`src/rtl/mpq_cfg_pkg.sv`:
```
package mpq_cfg_pkg;

    // message queues, the message id low bits select one of them
    localparam int unsigned NUM_MPQ = 4;
    localparam int unsigned MPQ_IDX_W = $clog2(NUM_MPQ);

    // static packet slots per queue
    localparam int unsigned PKT_SLOTS_PER_MPQ = 4;
    localparam int unsigned SLOT_IDX_W = $clog2(PKT_SLOTS_PER_MPQ);

    // handler and packet addressing
    localparam int unsigned ADDR_W = 16;
    localparam int unsigned SIZE_W = 8;

    // length and in-flight counters, one spare bit of headroom over a full queue
    localparam int unsigned CNT_W = $clog2(PKT_SLOTS_PER_MPQ + 1) + 1;

    // events seen per cycle: new HER, task sent, feedback
    localparam int unsigned NUM_EVT = 3;

endpackage

```
`src/rtl/mpq_types_pkg.sv`:
```
package mpq_types_pkg;

    import mpq_cfg_pkg::*;

    // phase of one message queue, Free must stay at zero
    typedef enum logic [2:0] {
        Free,
        Header,
        HeaderRunning,
        Payload,
        PayloadDraining,
        Completion,
        CompletionRunning
    } mpq_state_e;

    typedef struct packed {
        mpq_state_e       state;
        logic [CNT_W-1:0] length;
        logic [CNT_W-1:0] in_flight;
        logic             eom_seen;
        logic             has_completion;
    } mpq_ctx_t;

    // a zero hh_addr or th_addr means no such handler
    typedef struct packed {
        logic [ADDR_W-1:0] hh_addr;
        logic [ADDR_W-1:0] ph_addr;
        logic [ADDR_W-1:0] th_addr;
    } mpq_meta_t;

    typedef struct packed {
        logic [MPQ_IDX_W-1:0] msgid;
        logic [ADDR_W-1:0]    pkt_addr;
        logic [SIZE_W-1:0]    pkt_size;
        logic                 eom;
        mpq_meta_t            meta;
    } her_descr_t;

    typedef struct packed {
        logic [ADDR_W-1:0] pkt_addr;
        logic [SIZE_W-1:0] pkt_size;
    } mpq_pkt_t;

    typedef struct packed {
        logic [MPQ_IDX_W-1:0] msgid;
        logic [ADDR_W-1:0]    handler_addr;
        logic [ADDR_W-1:0]    pkt_addr;
        logic [SIZE_W-1:0]    pkt_size;
        logic                 trigger_feedback;
    } handler_task_t;

    typedef struct packed {
        logic [MPQ_IDX_W-1:0] msgid;
        logic                 trigger_feedback;
    } feedback_descr_t;

endpackage

```
`src/rtl/mpq_dispatch.sv`:
```
`timescale 1ns/1ns

module mpq_dispatch import mpq_cfg_pkg::*, mpq_types_pkg::*; (
    input  logic                 clk_i,
    input  logic                 rst_ni,
    input  logic                 meta_we_i,
    input  logic [MPQ_IDX_W-1:0] meta_widx_i,
    input  mpq_meta_t            meta_i,
    input  logic                 arb_valid_i,
    input  logic [MPQ_IDX_W-1:0] arb_idx_i,
    input  logic                 pop_i,
    input  mpq_state_e           grant_state_i,
    input  mpq_pkt_t             head_i,
    input  logic                 task_ready_i,
    output logic                 grant_o,
    output logic                 task_valid_o,
    output handler_task_t        task_o
);

    typedef enum logic [1:0] {Idle, Ready, Stalled} disp_state_e;

    disp_state_e          state_q;
    disp_state_e          state_d;
    mpq_meta_t            meta_q [NUM_MPQ];
    mpq_meta_t            sel_meta;
    logic [MPQ_IDX_W-1:0] sel_idx_q;
    mpq_state_e           sel_state_q;
    logic                 sel_pop_q;
    handler_task_t        task_q;
    handler_task_t        new_task;

    // metadata is only rewritten while its queue is Free
    always_ff @(posedge clk_i) begin
        if (meta_we_i) begin
            meta_q[meta_widx_i] <= meta_i;
        end
    end

    // a grant while a task is presented pipelines the next read
    always_comb begin
        state_d = state_q;
        grant_o = 1'b0;
        case (state_q)
            Idle: begin
                grant_o = arb_valid_i;
                state_d = arb_valid_i ? Ready : Idle;
            end
            Ready, Stalled: begin
                if (task_ready_i) begin
                    grant_o = arb_valid_i;
                    state_d = arb_valid_i ? Ready : Idle;
                end else begin
                    state_d = Stalled;
                end
            end
            default: state_d = Idle;
        endcase
    end

    always_ff @(posedge clk_i or negedge rst_ni) begin
        if (!rst_ni) begin
            state_q     <= Idle;
            sel_idx_q   <= '0;
            sel_state_q <= Free;
            sel_pop_q   <= 1'b0;
        end else begin
            state_q <= state_d;
            if (grant_o) begin
                sel_idx_q   <= arb_idx_i;
                sel_state_q <= grant_state_i;
                sel_pop_q   <= pop_i;
            end
        end
    end

    assign sel_meta = meta_q[sel_idx_q];

    always_comb begin
        new_task.msgid            = sel_idx_q;
        new_task.pkt_addr         = head_i.pkt_addr;
        new_task.pkt_size         = head_i.pkt_size;
        new_task.trigger_feedback = sel_pop_q;
        case (sel_state_q)
            Header:     new_task.handler_addr = sel_meta.hh_addr;
            Payload:    new_task.handler_addr = sel_meta.ph_addr;
            Completion: new_task.handler_addr = sel_meta.th_addr;
            default:    new_task.handler_addr = '0;
        endcase
    end

    // held copy keeps task_o steady through a stall
    always_ff @(posedge clk_i) begin
        task_q <= task_o;
    end

    assign task_valid_o = (state_q != Idle);
    assign task_o       = (state_q == Ready) ? new_task : task_q;

endmodule

```
`src/rtl/mpq_engine.sv`:
```
`timescale 1ns/1ns

module mpq_engine import mpq_cfg_pkg::*, mpq_types_pkg::*; (
    input  logic               clk_i,
    input  logic               rst_ni,
    input  logic               her_valid_i,
    input  her_descr_t         her_i,
    output logic               her_ready_o,
    input  logic               task_ready_i,
    output logic               task_valid_o,
    output handler_task_t      task_o,
    input  logic               feedback_valid_i,
    input  feedback_descr_t    feedback_i,
    output logic               feedback_ready_o,
    input  logic               nic_feedback_ready_i,
    output logic               nic_feedback_valid_o,
    output feedback_descr_t    nic_feedback_o,
    output logic [NUM_MPQ-1:0] mpq_full_o
);

    logic [MPQ_IDX_W-1:0] her_idx;
    logic [MPQ_IDX_W-1:0] fb_idx;
    logic                 her_accept;
    logic                 fb_accept;
    mpq_pkt_t             push_pkt;
    mpq_pkt_t             head_pkt;
    logic [NUM_MPQ-1:0]   mpq_ready;
    logic [NUM_MPQ-1:0]   mpq_free;
    logic                 arb_valid;
    logic [MPQ_IDX_W-1:0] arb_idx;
    logic                 arb_grant;
    logic                 pkt_pop;
    mpq_state_e           grant_state;

    assign her_idx           = her_i.msgid[MPQ_IDX_W-1:0];
    assign fb_idx            = feedback_i.msgid[MPQ_IDX_W-1:0];
    assign her_ready_o       = !mpq_full_o[her_idx];
    assign her_accept        = her_valid_i && her_ready_o;
    assign fb_accept         = feedback_valid_i && feedback_ready_o;
    assign push_pkt.pkt_addr = her_i.pkt_addr;
    assign push_pkt.pkt_size = her_i.pkt_size;

    // feedback goes on to the NIC only when the task asked for it
    assign feedback_ready_o     = nic_feedback_ready_i;
    assign nic_feedback_valid_o = feedback_valid_i && feedback_i.trigger_feedback;
    assign nic_feedback_o       = feedback_i;

    mpq_pkt_store u_pkt_store (
        .clk_i      (clk_i),
        .rst_ni     (rst_ni),
        .push_i     (her_accept),
        .push_idx_i (her_idx),
        .push_pkt_i (push_pkt),
        .pop_i      (pkt_pop),
        .rd_idx_i   (arb_idx),
        .rd_en_i    (arb_grant),
        .head_o     (head_pkt),
        .full_o     (mpq_full_o)
    );

    mpq_state_table u_state_table (
        .clk_i         (clk_i),
        .rst_ni        (rst_ni),
        .her_push_i    (her_accept),
        .her_idx_i     (her_idx),
        .her_has_hh_i  (her_i.meta.hh_addr != '0),
        .her_has_th_i  (her_i.meta.th_addr != '0),
        .her_eom_i     (her_i.eom),
        .grant_i       (arb_grant),
        .grant_idx_i   (arb_idx),
        .fb_accept_i   (fb_accept),
        .fb_idx_i      (fb_idx),
        .ready_o       (mpq_ready),
        .free_o        (mpq_free),
        .pop_o         (pkt_pop),
        .grant_state_o (grant_state)
    );

    mpq_rr_arbiter u_arbiter (
        .clk_i   (clk_i),
        .rst_ni  (rst_ni),
        .req_i   (mpq_ready),
        .grant_i (arb_grant),
        .valid_o (arb_valid),
        .idx_o   (arb_idx)
    );

    // the first HER of a message carries its handler addresses
    mpq_dispatch u_dispatch (
        .clk_i         (clk_i),
        .rst_ni        (rst_ni),
        .meta_we_i     (her_accept && mpq_free[her_idx]),
        .meta_widx_i   (her_idx),
        .meta_i        (her_i.meta),
        .arb_valid_i   (arb_valid),
        .arb_idx_i     (arb_idx),
        .pop_i         (pkt_pop),
        .grant_state_i (grant_state),
        .head_i        (head_pkt),
        .task_ready_i  (task_ready_i),
        .grant_o       (arb_grant),
        .task_valid_o  (task_valid_o),
        .task_o        (task_o)
    );

endmodule

```
`src/rtl/mpq_pkt_store.sv`:
```
`timescale 1ns/1ns

module mpq_pkt_store import mpq_cfg_pkg::*, mpq_types_pkg::*; (
    input  logic                 clk_i,
    input  logic                 rst_ni,
    input  logic                 push_i,
    input  logic [MPQ_IDX_W-1:0] push_idx_i,
    input  mpq_pkt_t             push_pkt_i,
    input  logic                 pop_i,
    input  logic [MPQ_IDX_W-1:0] rd_idx_i,
    input  logic                 rd_en_i,
    output mpq_pkt_t             head_o,
    output logic [NUM_MPQ-1:0]   full_o
);

    mpq_pkt_t              slots_q  [NUM_MPQ][PKT_SLOTS_PER_MPQ];
    logic [SLOT_IDX_W-1:0] rd_ptr_q [NUM_MPQ];
    logic [SLOT_IDX_W-1:0] wr_ptr_q [NUM_MPQ];
    logic [CNT_W-1:0]      count_q  [NUM_MPQ];

    // slot storage and head register carry no reset
    always_ff @(posedge clk_i) begin
        if (push_i) begin
            slots_q[push_idx_i][wr_ptr_q[push_idx_i]] <= push_pkt_i;
        end
        // head is read before a pop at the same edge takes effect
        if (rd_en_i) begin
            head_o <= slots_q[rd_idx_i][rd_ptr_q[rd_idx_i]];
        end
    end

    always_ff @(posedge clk_i or negedge rst_ni) begin
        if (!rst_ni) begin
            for (int i = 0; i < NUM_MPQ; i++) begin
                rd_ptr_q[i] <= '0;
                wr_ptr_q[i] <= '0;
                count_q[i]  <= '0;
            end
        end else begin
            for (int i = 0; i < NUM_MPQ; i++) begin
                logic inc;
                logic dec;
                inc = push_i && (push_idx_i == MPQ_IDX_W'(i));
                dec = pop_i && (rd_idx_i == MPQ_IDX_W'(i));
                if (inc) begin
                    wr_ptr_q[i] <= (wr_ptr_q[i] == SLOT_IDX_W'(PKT_SLOTS_PER_MPQ - 1)) ?
                                   '0 : wr_ptr_q[i] + 1'b1;
                end
                if (dec) begin
                    rd_ptr_q[i] <= (rd_ptr_q[i] == SLOT_IDX_W'(PKT_SLOTS_PER_MPQ - 1)) ?
                                   '0 : rd_ptr_q[i] + 1'b1;
                end
                if (inc && !dec) begin
                    count_q[i] <= count_q[i] + 1'b1;
                end else if (dec && !inc) begin
                    count_q[i] <= count_q[i] - 1'b1;
                end
            end
        end
    end

    for (genvar i = 0; i < NUM_MPQ; i++) begin : gen_full
        assign full_o[i] = (count_q[i] == CNT_W'(PKT_SLOTS_PER_MPQ));
    end

endmodule

```
`src/rtl/mpq_rr_arbiter.sv`:
```
`timescale 1ns/1ns

module mpq_rr_arbiter import mpq_cfg_pkg::*; (
    input  logic                 clk_i,
    input  logic                 rst_ni,
    input  logic [NUM_MPQ-1:0]   req_i,
    input  logic                 grant_i,
    output logic                 valid_o,
    output logic [MPQ_IDX_W-1:0] idx_o
);

    logic [MPQ_IDX_W-1:0] prio_q;

    // first requester at or after the priority pointer
    always_comb begin
        int unsigned cand;
        valid_o = 1'b0;
        idx_o   = prio_q;
        for (int unsigned off = 0; off < NUM_MPQ; off++) begin
            cand = (prio_q + off) % NUM_MPQ;
            if (!valid_o && req_i[cand]) begin
                valid_o = 1'b1;
                idx_o   = MPQ_IDX_W'(cand);
            end
        end
    end

    always_ff @(posedge clk_i or negedge rst_ni) begin
        if (!rst_ni) begin
            prio_q <= '0;
        end else if (grant_i && valid_o) begin
            prio_q <= (idx_o == MPQ_IDX_W'(NUM_MPQ - 1)) ? '0 : idx_o + 1'b1;
        end
    end

endmodule

```
`src/rtl/mpq_state_table.sv`:
```
`timescale 1ns/1ns

module mpq_state_table import mpq_cfg_pkg::*, mpq_types_pkg::*; (
    input  logic                 clk_i,
    input  logic                 rst_ni,
    input  logic                 her_push_i,
    input  logic [MPQ_IDX_W-1:0] her_idx_i,
    input  logic                 her_has_hh_i,
    input  logic                 her_has_th_i,
    input  logic                 her_eom_i,
    input  logic                 grant_i,
    input  logic [MPQ_IDX_W-1:0] grant_idx_i,
    input  logic                 fb_accept_i,
    input  logic [MPQ_IDX_W-1:0] fb_idx_i,
    output logic [NUM_MPQ-1:0]   ready_o,
    output logic [NUM_MPQ-1:0]   free_o,
    output logic                 pop_o,
    output mpq_state_e           grant_state_o
);

    mpq_ctx_t             ctx_q  [NUM_MPQ];
    // event slots: 0 is the HER queue, 1 the granted queue, 2 the feedback queue
    logic [MPQ_IDX_W-1:0] ev_idx [NUM_EVT];
    mpq_ctx_t             ev_ctx [NUM_EVT];
    logic [NUM_EVT-1:0]   ev_any;
    mpq_ctx_t             grant_cur;
    mpq_ctx_t             grant_nxt;

    assign ev_idx[0] = her_idx_i;
    assign ev_idx[1] = grant_idx_i;
    assign ev_idx[2] = fb_idx_i;

    // each slot sees the other events only when they hit the same queue
    for (genvar k = 0; k < NUM_EVT; k++) begin : gen_upd
        logic her_k;
        logic sent_k;
        logic fb_k;

        assign her_k     = her_push_i && (her_idx_i == ev_idx[k]);
        assign sent_k    = grant_i && (grant_idx_i == ev_idx[k]);
        assign fb_k      = fb_accept_i && (fb_idx_i == ev_idx[k]);
        assign ev_any[k] = her_k || sent_k || fb_k;

        mpq_state_update u_state_update (
            .her_new_i    (her_k),
            .task_sent_i  (sent_k),
            .feedback_i   (fb_k),
            .her_has_hh_i (her_has_hh_i),
            .her_has_th_i (her_has_th_i),
            .her_eom_i    (her_eom_i),
            .ctx_i        (ctx_q[ev_idx[k]]),
            .ctx_o        (ev_ctx[k])
        );
    end

    // slots sharing an index compute the same context, so write order is irrelevant
    always_ff @(posedge clk_i or negedge rst_ni) begin
        if (!rst_ni) begin
            for (int i = 0; i < NUM_MPQ; i++) begin
                ctx_q[i] <= '0;
            end
        end else begin
            for (int k = 0; k < NUM_EVT; k++) begin
                if (ev_any[k]) begin
                    ctx_q[ev_idx[k]] <= ev_ctx[k];
                end
            end
        end
    end

    for (genvar i = 0; i < NUM_MPQ; i++) begin : gen_flags
        assign ready_o[i] = (ctx_q[i].state == Header) || (ctx_q[i].state == Completion) ||
                            (ctx_q[i].state == Payload && ctx_q[i].length != '0);
        assign free_o[i]  = (ctx_q[i].state == Free);
    end

    assign grant_cur     = ctx_q[grant_idx_i];
    assign grant_nxt     = ev_ctx[1];
    assign grant_state_o = grant_cur.state;

    // the eom packet stays queued for the completion handler
    assign pop_o = grant_i && (
        (grant_cur.state == Payload && grant_nxt.state == Payload) ||
        (grant_cur.state == Payload && grant_nxt.state == PayloadDraining &&
         !grant_nxt.has_completion) ||
        (grant_cur.state == Completion));

endmodule

```
`src/rtl/mpq_state_update.sv`:
```
`timescale 1ns/1ns

module mpq_state_update import mpq_cfg_pkg::*, mpq_types_pkg::*; (
    input  logic     her_new_i,
    input  logic     task_sent_i,
    input  logic     feedback_i,
    input  logic     her_has_hh_i,
    input  logic     her_has_th_i,
    input  logic     her_eom_i,
    input  mpq_ctx_t ctx_i,
    output mpq_ctx_t ctx_o
);

    // only payload tasks consume a queued packet
    logic pkt_taken;

    assign pkt_taken = task_sent_i && (ctx_i.state == Payload);

    always_comb begin
        ctx_o = ctx_i;

        case ({her_new_i, pkt_taken})
            2'b10:   ctx_o.length = ctx_i.length + 1'b1;
            2'b01:   ctx_o.length = ctx_i.length - 1'b1;
            default: ctx_o.length = ctx_i.length;
        endcase

        case ({task_sent_i, feedback_i})
            2'b10:   ctx_o.in_flight = ctx_i.in_flight + 1'b1;
            2'b01:   ctx_o.in_flight = ctx_i.in_flight - 1'b1;
            default: ctx_o.in_flight = ctx_i.in_flight;
        endcase

        ctx_o.eom_seen = ctx_i.eom_seen || (her_new_i && her_eom_i);

        case (ctx_i.state)
            Free: begin
                if (her_new_i) begin
                    ctx_o.state          = her_has_hh_i ? Header : Payload;
                    ctx_o.has_completion = her_has_th_i;
                    ctx_o.eom_seen       = her_eom_i;
                end
            end
            Header: begin
                if (task_sent_i) begin
                    ctx_o.state = HeaderRunning;
                end
            end
            HeaderRunning: begin
                if (feedback_i) begin
                    ctx_o.state = Payload;
                end
            end
            Payload: begin
                if (task_sent_i && ctx_i.eom_seen && ctx_i.length == CNT_W'(1)) begin
                    ctx_o.state = PayloadDraining;
                end
            end
            PayloadDraining: begin
                // last outstanding payload task came back
                if (feedback_i && ctx_i.in_flight == CNT_W'(1)) begin
                    if (ctx_i.has_completion) begin
                        ctx_o.state = Completion;
                    end else begin
                        ctx_o.state    = Free;
                        ctx_o.eom_seen = 1'b0;
                    end
                end
            end
            Completion: begin
                if (task_sent_i) begin
                    ctx_o.state = CompletionRunning;
                end
            end
            CompletionRunning: begin
                if (feedback_i) begin
                    ctx_o.state          = Free;
                    ctx_o.eom_seen       = 1'b0;
                    ctx_o.has_completion = 1'b0;
                end
            end
            default: ctx_o.state = Free;
        endcase
    end

endmodule

```
`config.mk`:
```
export PLATFORM = sky130hd
export DESIGN_NAME = mpq_engine
export DESIGN_NICKNAME = d
export VERILOG_FILES = /design/src/rtl/mpq_cfg_pkg.sv /design/src/rtl/mpq_types_pkg.sv /design/src/rtl/mpq_dispatch.sv /design/src/rtl/mpq_engine.sv /design/src/rtl/mpq_pkt_store.sv /design/src/rtl/mpq_rr_arbiter.sv /design/src/rtl/mpq_state_table.sv /design/src/rtl/mpq_state_update.sv
export SDC_FILE = /design/constraint.sdc
export NUM_CORES = 1
export LEC_CHECK = 0
export ABC_AREA = 1
export BUFFER_PORTS_ARGS = -buffer_cell sky130_fd_sc_hd__buf_4
export CORE_ASPECT_RATIO = 1.25
export CORE_MARGIN = 10
export CORE_UTILIZATION = 60
export DETAILED_ROUTE_END_ITERATION = 6
export PLACE_DENSITY = 0.78
export SLEW_MARGIN = 0
export SYNTH_ARGS = -nofsm -noshare
export SYNTH_HDL_FRONTEND = slang
export SYNTH_SLANG_ARGS = --single-unit
```
`constraint.sdc`:
```
create_clock -name clk_i -period 5.6 [get_ports clk_i]
set_input_delay 1.12 -clock clk_i [delete_from_list [all_inputs] [get_ports clk_i]]
set_output_delay 1.12 -clock clk_i [all_outputs]
set_load 0.02 [all_outputs]
```
==> flow_summary_export.csv, run 1 <==
group,metric,value,unit
detailed_routing,vias_per_cell,6.47,
synth,yosys_warnings,0,
cts,htreeDepth,3,
setup_path,cp-start-kind,"flip-flop",
synth,synth_area,33500,um^2
placed_design,place_area,35300,um^2
timing,relSlewSlack,0.187,
floorplan,core_area,55100,um^2
cts,cts_tree,"yes",
synth,synth_seq_cells,737,
setup_path,arrival,5730,ps
floorplan,core.rowCount,96,
cts,numClockSinks,737,
timing,hold_viol,0,
grt,grt-ovfl-total,0,
setup_path,criticalPathCategory,"flip-flop to flip-flop",
placed_design,place_hpwl,61.8,mm
outcome,outcome,"finished, violations left",
grt,grt_pass1_wl,150,mm
detailed_routing,drtIter0Drc,3347,
floorplan,dieWidth,231,um
placed_design,place.gp.congestion,1.09,
cells_and_area,area_delta_synth_final,12.6,%
cts,clk_pin_slew,60,ps
min_path,min_path_cells,1,
timing,max_freq,192,MHz
timing,finalMaxSlewViolations,0,
detailed_routing,dr_total_vias,25800,
timing,period_minus_slack,5200,ps
job,cap_violations,0,
placed_design,dp_slack,501,ps
cts,cts-root-buf,"clkbuf_16",
detailed_routing,post_drt_wl_per_cell,25.3,um
grt,grt_pass1_vias,25200,
cells_and_area,final_area,37800,um^2
placed_design,place.port_buffers,137,
cts,clock_latency,630,ps
setup_path,critPathMostFrequentCell,"nand2_1",
synth,synth-async-reset-ratio,0.128,
detailed_routing,drc_errors,1,
cts,cts_buffers,72,
detailed_routing,ant_nets,0,
timing,period_share,0.929,
cts,clockBufferDepth,3,
timing,final.setup.worst_slack,397,ps
setup_path,crit_path_end_kind,"flip-flop",
floorplan,pin_count,138,
setup_path,worstPathRequired,6130,ps
synth,syn_nets,3229,
setup_path,crit_fanout,46,
timing,fin_skew,34.2,ps
timing,hold_ws,473,ps
cells_and_area,nets,3343,
setup_path,reg2regPathDepth,30,
cells_and_area,drive_above_1_share,0.143,
floorplan,fp.dieArea,65800,um^2
grt,track_usage,0.297,
setup_path,cpPeakStageDelay,590,ps
cts,ctsHoldBuffers,0,
synth,synth_cell_types,66,
min_path,min_path_type,"flip-flop to flip-flop",
outcome,violations,"design-rule violations",
timing,setup_viol,0,
synth,yosysSeqAreaShare,0.633,
grt,grt_max_degree,121,
timing,worstMarginPinSlew,1220,ps
timing,rsz0062_at_grt,"no",
detailed_routing,first_pass_iters,7,
synth,synth_edf_count,600,
detailed_routing,routed_wl,101,mm
synth,ys.flop_type,"edfxtp_1",
floorplan,start_util,0.608,
synth,synth_area_per_cell,10.9,um^2
setup_path,critPathSlowestCell,"dfrtp_1",
floorplan,die_y,284,um
synth,syn-instance-count,3084,
timing,finalSetupTns,0,ps
grt,antenna_found_initial,10,
-- per-stage QoR --
step | instances | util
3_3_place_gp | 3859 | 0.641
6_report | 3994 | 0.685
2_1_floorplan | 3084 | -
5_1_grt | 3994 | 0.685
4_1_cts | 3990 | 0.685
3_5_place_dp | 3859 | 0.641
-- synthesized netlist by cell type (all sizes together) (43+ instances only) --
cell / n / area [um^2]
edfxtp: 600 / 18000
nand2: 480 / 1900
nor2: 429 / 1650
o21ai: 356 / 1800
inv: 178 / 668
nand3: 173 / 921
o22ai: 126 / 795
dfrtp: 94 / 2350
clkbuf: 90 / 338
buf: 73 / 477
o211ai: 68 / 541
a21oi: 62 / 314
ha: 57 / 713
dfxtp: 43 / 861
-- cells by family after synthesis --
group,Yosys count,share of synthesized area
adder cells (fa/ha/maj),61,0.0237
multiplexers,25,0.00840
buffers and inverters,346,0.0450
AND/OR/NAND/NOR,1138,0.145
flip-flops,737,0.633
XOR/XNOR,14,0.00388
AO/OA/AOI/OAI,763,0.141
-- state kept, by name (all words and copies together), names as in the netlist --
| signal | flops |
|---|---|
| u_dispatch.sel_state_q | 3 |
| u_dispatch.task_q | 43 |
| u_dispatch.meta_q | 192 |
| u_pkt_store.wr_ptr_q | 8 |
| u_pkt_store.count_q | 16 |
| u_state_table.ctx_q | 52 |
| u_dispatch.state_q | 2 |
| u_pkt_store.slots_q | 384 |
| u_dispatch.sel_pop_q | 1 |
| u_pkt_store.rd_ptr_q | 8 |
| u_dispatch.sel_idx_q | 2 |
| u_arbiter.prio_q | 2 |
| u_pkt_store.head_o | 24 |
-- layout by cell type (no fill, tap or decap), types with 5 or more instances in the layout --
cell / Yosys / routed
bufinv_16: 0 / 10
xnor2_1: 9 / 9
o21a_1: 25 / 25
o211ai_2: 6 / 6
nor2_1: 423 / 404
clkbuf_1: 90 / 7
ha_1: 57 / 56
o31ai_1: 30 / 30
nor3_1: 14 / 10
clkinv_2: 1 / 18
o21ai_0: 332 / 332
clkinv_1: 3 / 16
a22o_1: 8 / 8
clkbuf_16: 0 / 73
nor2_2: 3 / 17
mux2_2: 25 / 25
nand3_1: 165 / 165
a21oi_1: 61 / 61
o211ai_1: 62 / 62
nand2_2: 11 / 11
a31oi_1: 5 / 5
dfrtp_1: 94 / 93
o22ai_1: 125 / 125
inv_1: 150 / 150
o221a_1: 9 / 9
o21ai_1: 22 / 22
buf_4: 18 / 200
nor2_4: 2 / 7
nand4_1: 21 / 21
nand3_2: 6 / 6
nand2_1: 460 / 458
o221ai_1: 26 / 26
dfxtp_1: 43 / 43
edfxtp_1: 600 / 600
a41oi_1: 16 / 16
nand2_4: 9 / 10
nor4_1: 10 / 10
inv_2: 28 / 27
o221a_2: 15 / 15
-- critical path: cells and delay by family, from the launching register on --
kind | cells | cell delay, ps
buffers and inverters | 5 | 1010
adders and majority gates | 2 | 550
DFF | 1 | 590
AOI/OAI and AO/OA | 3 | 490
xor gates and xnor gates | 1 | 180
and+or+nand+nor | 19 | 2230
-- what timing repair did --
item                                    in CTS  in global routing
buffers inserted                             0                  0
endpoints found under the setup margin       0                  2
gates resized for setup                      0                  1
endpoints found under the hold margin        0                  0
-- final cells by class --
class,count,area [um^2]
inverters,183,698
well taps,735,920
multi-input cells,2001,10900
diodes,4,10.0
clock inverters,47,526
flip-flops and latches,737,21200
repair buffers,203,1550
fillers,3939,17400
clock buffers,84,1910
-- metal layers --
metal / wire, um / share of wire / vias up / GRT usage
met2: 48500 / 0.48 / 1561 / 0.485
met1: 36400 / 0.36 / 12500 / 0.360
li1: - / - / 11300 / -
met5: 80 / 0.00079 / - / 0
met3: 9970 / 0.099 / 376 / 0.0618
met4: 5830 / 0.058 / 10 / 0.175
-- worst paths after layout --
check	slack, ps	from	end
worst max-delay path	400	u_arbiter.prio_q[0]	u_pkt_store.count_q[7]
max in group asynchronous	3900	rst_ni	u_dispatch.sel_idx_q[0]
worst min register to register	470	u_dispatch.task_q[24]	u_dispatch.task_q[24]
min in group asynchronous	670	rst_ni	u_state_table.ctx_q[6]
worst min-delay path	470	u_dispatch.task_q[24]	u_dispatch.task_q[24]
worst max register to register	400	u_arbiter.prio_q[0]	u_pkt_store.count_q[7]
Power of run 1 is left out: the tool's default activity adds up to more than one toggle a clock period on the data nets, which glitch-free logic cannot reach.
==> run 2, diff against run 1 <==
Settings changed: PLACE_DENSITY 0.78 to 0.79.
==> run 2 against run 1 <==
  * The run now ends clean
  * Maximum frequency grew 2.0%
  * Routed wire length grew 0.63%
  * Count of clock-buffer cells in the layout grew 10
  * Clock skew shrank 11 ps
  * Non-clock buffer count shrank 3
  * Setup slack gained 100 ps
  * Design area grew 0.26%
  * Hold slack gained 1.9 ps
  * Sequential share of layout area shrank 0.15 points
  * Sequential cell count is the same
  * First-iteration DRC count grew 0.33%
  * Critical path type unchanged
  * Critical endpoint unchanged
==> flow_summary_export.csv, run 2 (synthesized netlist as in run 1, its figures left out) <==
group,metric,value,unit
timing,worstMarginPinSlew,1120,ps
floorplan,dieWidth,231,um
setup_path,worstPathRequired,6150,ps
detailed_routing,drc_errors,0,
placed_design,place_area,35400,um^2
cts,numClockSinks,737,
timing,relSlewSlack,0.255,
placed_design,dp_slack,363,ps
cts,htreeDepth,3,
detailed_routing,routed_wl,101,mm
cells_and_area,largest_reg_flops,384,
detailed_routing,vias_per_cell,6.46,
cells_and_area,area_delta_synth_final,12.9,%
detailed_routing,ant_nets,0,
grt,grt_pass1_wl,151,mm
setup_path,cp-start-kind,"flip-flop",
cts,cts-root-buf,"clkbuf_16",
timing,setup_viol,0,
timing,final.setup.worst_slack,499,ps
setup_path,crit_path_end_kind,"flip-flop",
floorplan,fp.dieArea,65800,um^2
grt,track_usage,0.301,
setup_path,cpPeakStageDelay,430,ps
outcome,outcome,"completed",
min_path,min_from,"u_dispatch.task_q[2]",
setup_path,rr_endpoint,"u_pkt_store.count_q[7]",
cells_and_area,fin_cells,3996,
cells_and_area,final_cell_mix,"edfxtp_1 (600), nand2_1 (458), nor2_1 (404)",
detailed_routing,first_pass_iters,6,
detailed_routing,drtIter0Drc,3358,
timing,hold_viol,0,
cts,cts_buffers,72,
cts,cts_setup_buffers,0,
floorplan,start_util,0.608,
placed_design,place_inst,3856,
cts,cts_tree,"yes",
setup_path,regToRegSetupSlack,500,ps
grt,grt-ovfl-total,0,
setup_path,reg2reg_from,"u_state_table.ctx_q[45]",
cells_and_area,drive_above_1_share,0.143,
cells_and_area,final_common_cell,"edfxtp_1",
floorplan,die_y,284,um
placed_design,place.gp.congestion,1.04,
placed_design,place.port_buffers,137,
setup_path,cpLargestDelayFamily,"simple AND/OR/NAND/NOR gates",
setup_path,critPathMostFrequentCell,"nand2_1",
floorplan,core_area,55100,um^2
setup_path,reg2regPathDepth,30,
timing,period_share,0.911,
job,cap_violations,0,
cts,clock_latency,640,ps
min_path,whs_endpoint,"u_dispatch.task_q[2]",
min_path,min_path_cells,1,
grt,antenna_found_initial,11,
detailed_routing,post_drt_wl_per_cell,25.4,um
floorplan,core.rowCount,96,
setup_path,crit_fanout,40,
placed_design,place_hpwl,63.3,mm
cells_and_area,nets,3340,
setup_path,arrival,5650,ps
setup_path,worst-path-buf-inv,4,
cts,clockBufferDepth,3,
cells_and_area,final_area,37900,um^2
min_path,min_path_type,"flip-flop to flip-flop",
timing,finalSetupTns,0,ps
detailed_routing,dr_total_vias,25800,
setup_path,critPathSlowestCell,"dfrtp_1",
timing,fin_skew,23.6,ps
setup_path,crit_path_start,"u_state_table.ctx_q[45]",
timing,rsz0062_at_grt,"no",
grt,grt_max_degree,101,
grt,grt_pass1_vias,25000,
setup_path,criticalPathCategory,"flip-flop to flip-flop",
timing,max_freq,196,MHz
timing,period_minus_slack,5100,ps
timing,finalMaxSlewViolations,0,
cts,clk_pin_slew,60,ps
floorplan,pin_count,138,
==> run 2: cell types whose count changed in the layout (fill, tap and decap cells not counted), moves of 5 or more <==
cell	previous run	this run
nor2_2	17	11
nor2_4	7	13
clkinv_1	16	11
clkbuf_1	7	14
buf_4	200	195
clkinv_2	18	12
==> run 2: layer usage <==
layer / up-vias / wire length, um / global-route usage
met4: 8 / 5580 / 0.168
met1: 12500 / 36700 / 0.370
li1: 11300 / - / -
met3: 351 / 9670 / 0.0548
met5: - / 63 / 0
met2: 1599 / 49500 / 0.494
==> run 2: area by class of cell <==
type / instances / area, um^2
Sequential cell: 737 / 21200
Clock inverter: 40 / 489
Multi-Input combinational cell: 2001 / 11000
Clock buffer: 94 / 1990
Inverter: 183 / 701
Fill cell: 3890 / 17300
Timing Repair Buffer: 200 / 1560
Tap cell: 735 / 920
Antenna cell: 6 / 15.0
==> run 2: worst max path at each step <==
stage	end	slack, ps	depth (start not counted)
finish	u_pkt_store.count_q[7]	500	30
global route	u_pkt_store.count_q[7]	110	31
CTS	u_pkt_store.count_q[7]	350	31
detailed placement	u_pkt_store.count_q[7]	360	31
global placement	u_pkt_store.count_q[7]	540	32
floorplan	u_dispatch.meta_q[0][0]	430	9
==> run 2: what timing repair did <==
item | 4_1_cts | 5_1_grt
endpoints found under the hold margin | 0 | 0
setup endpoints to repair | 0 | 4
hold buffers | 0 | 0
gates resized for setup | 0 | 3
==> run 2: through the flow <==
step	hold slack [ps]	utilization
floorplan	442	-
global placement	456	0.642
detailed placement	465	0.642
CTS	474	0.686
global route	488	0.687
finish	475	0.687
Power of run 2 is left out for the same reason.
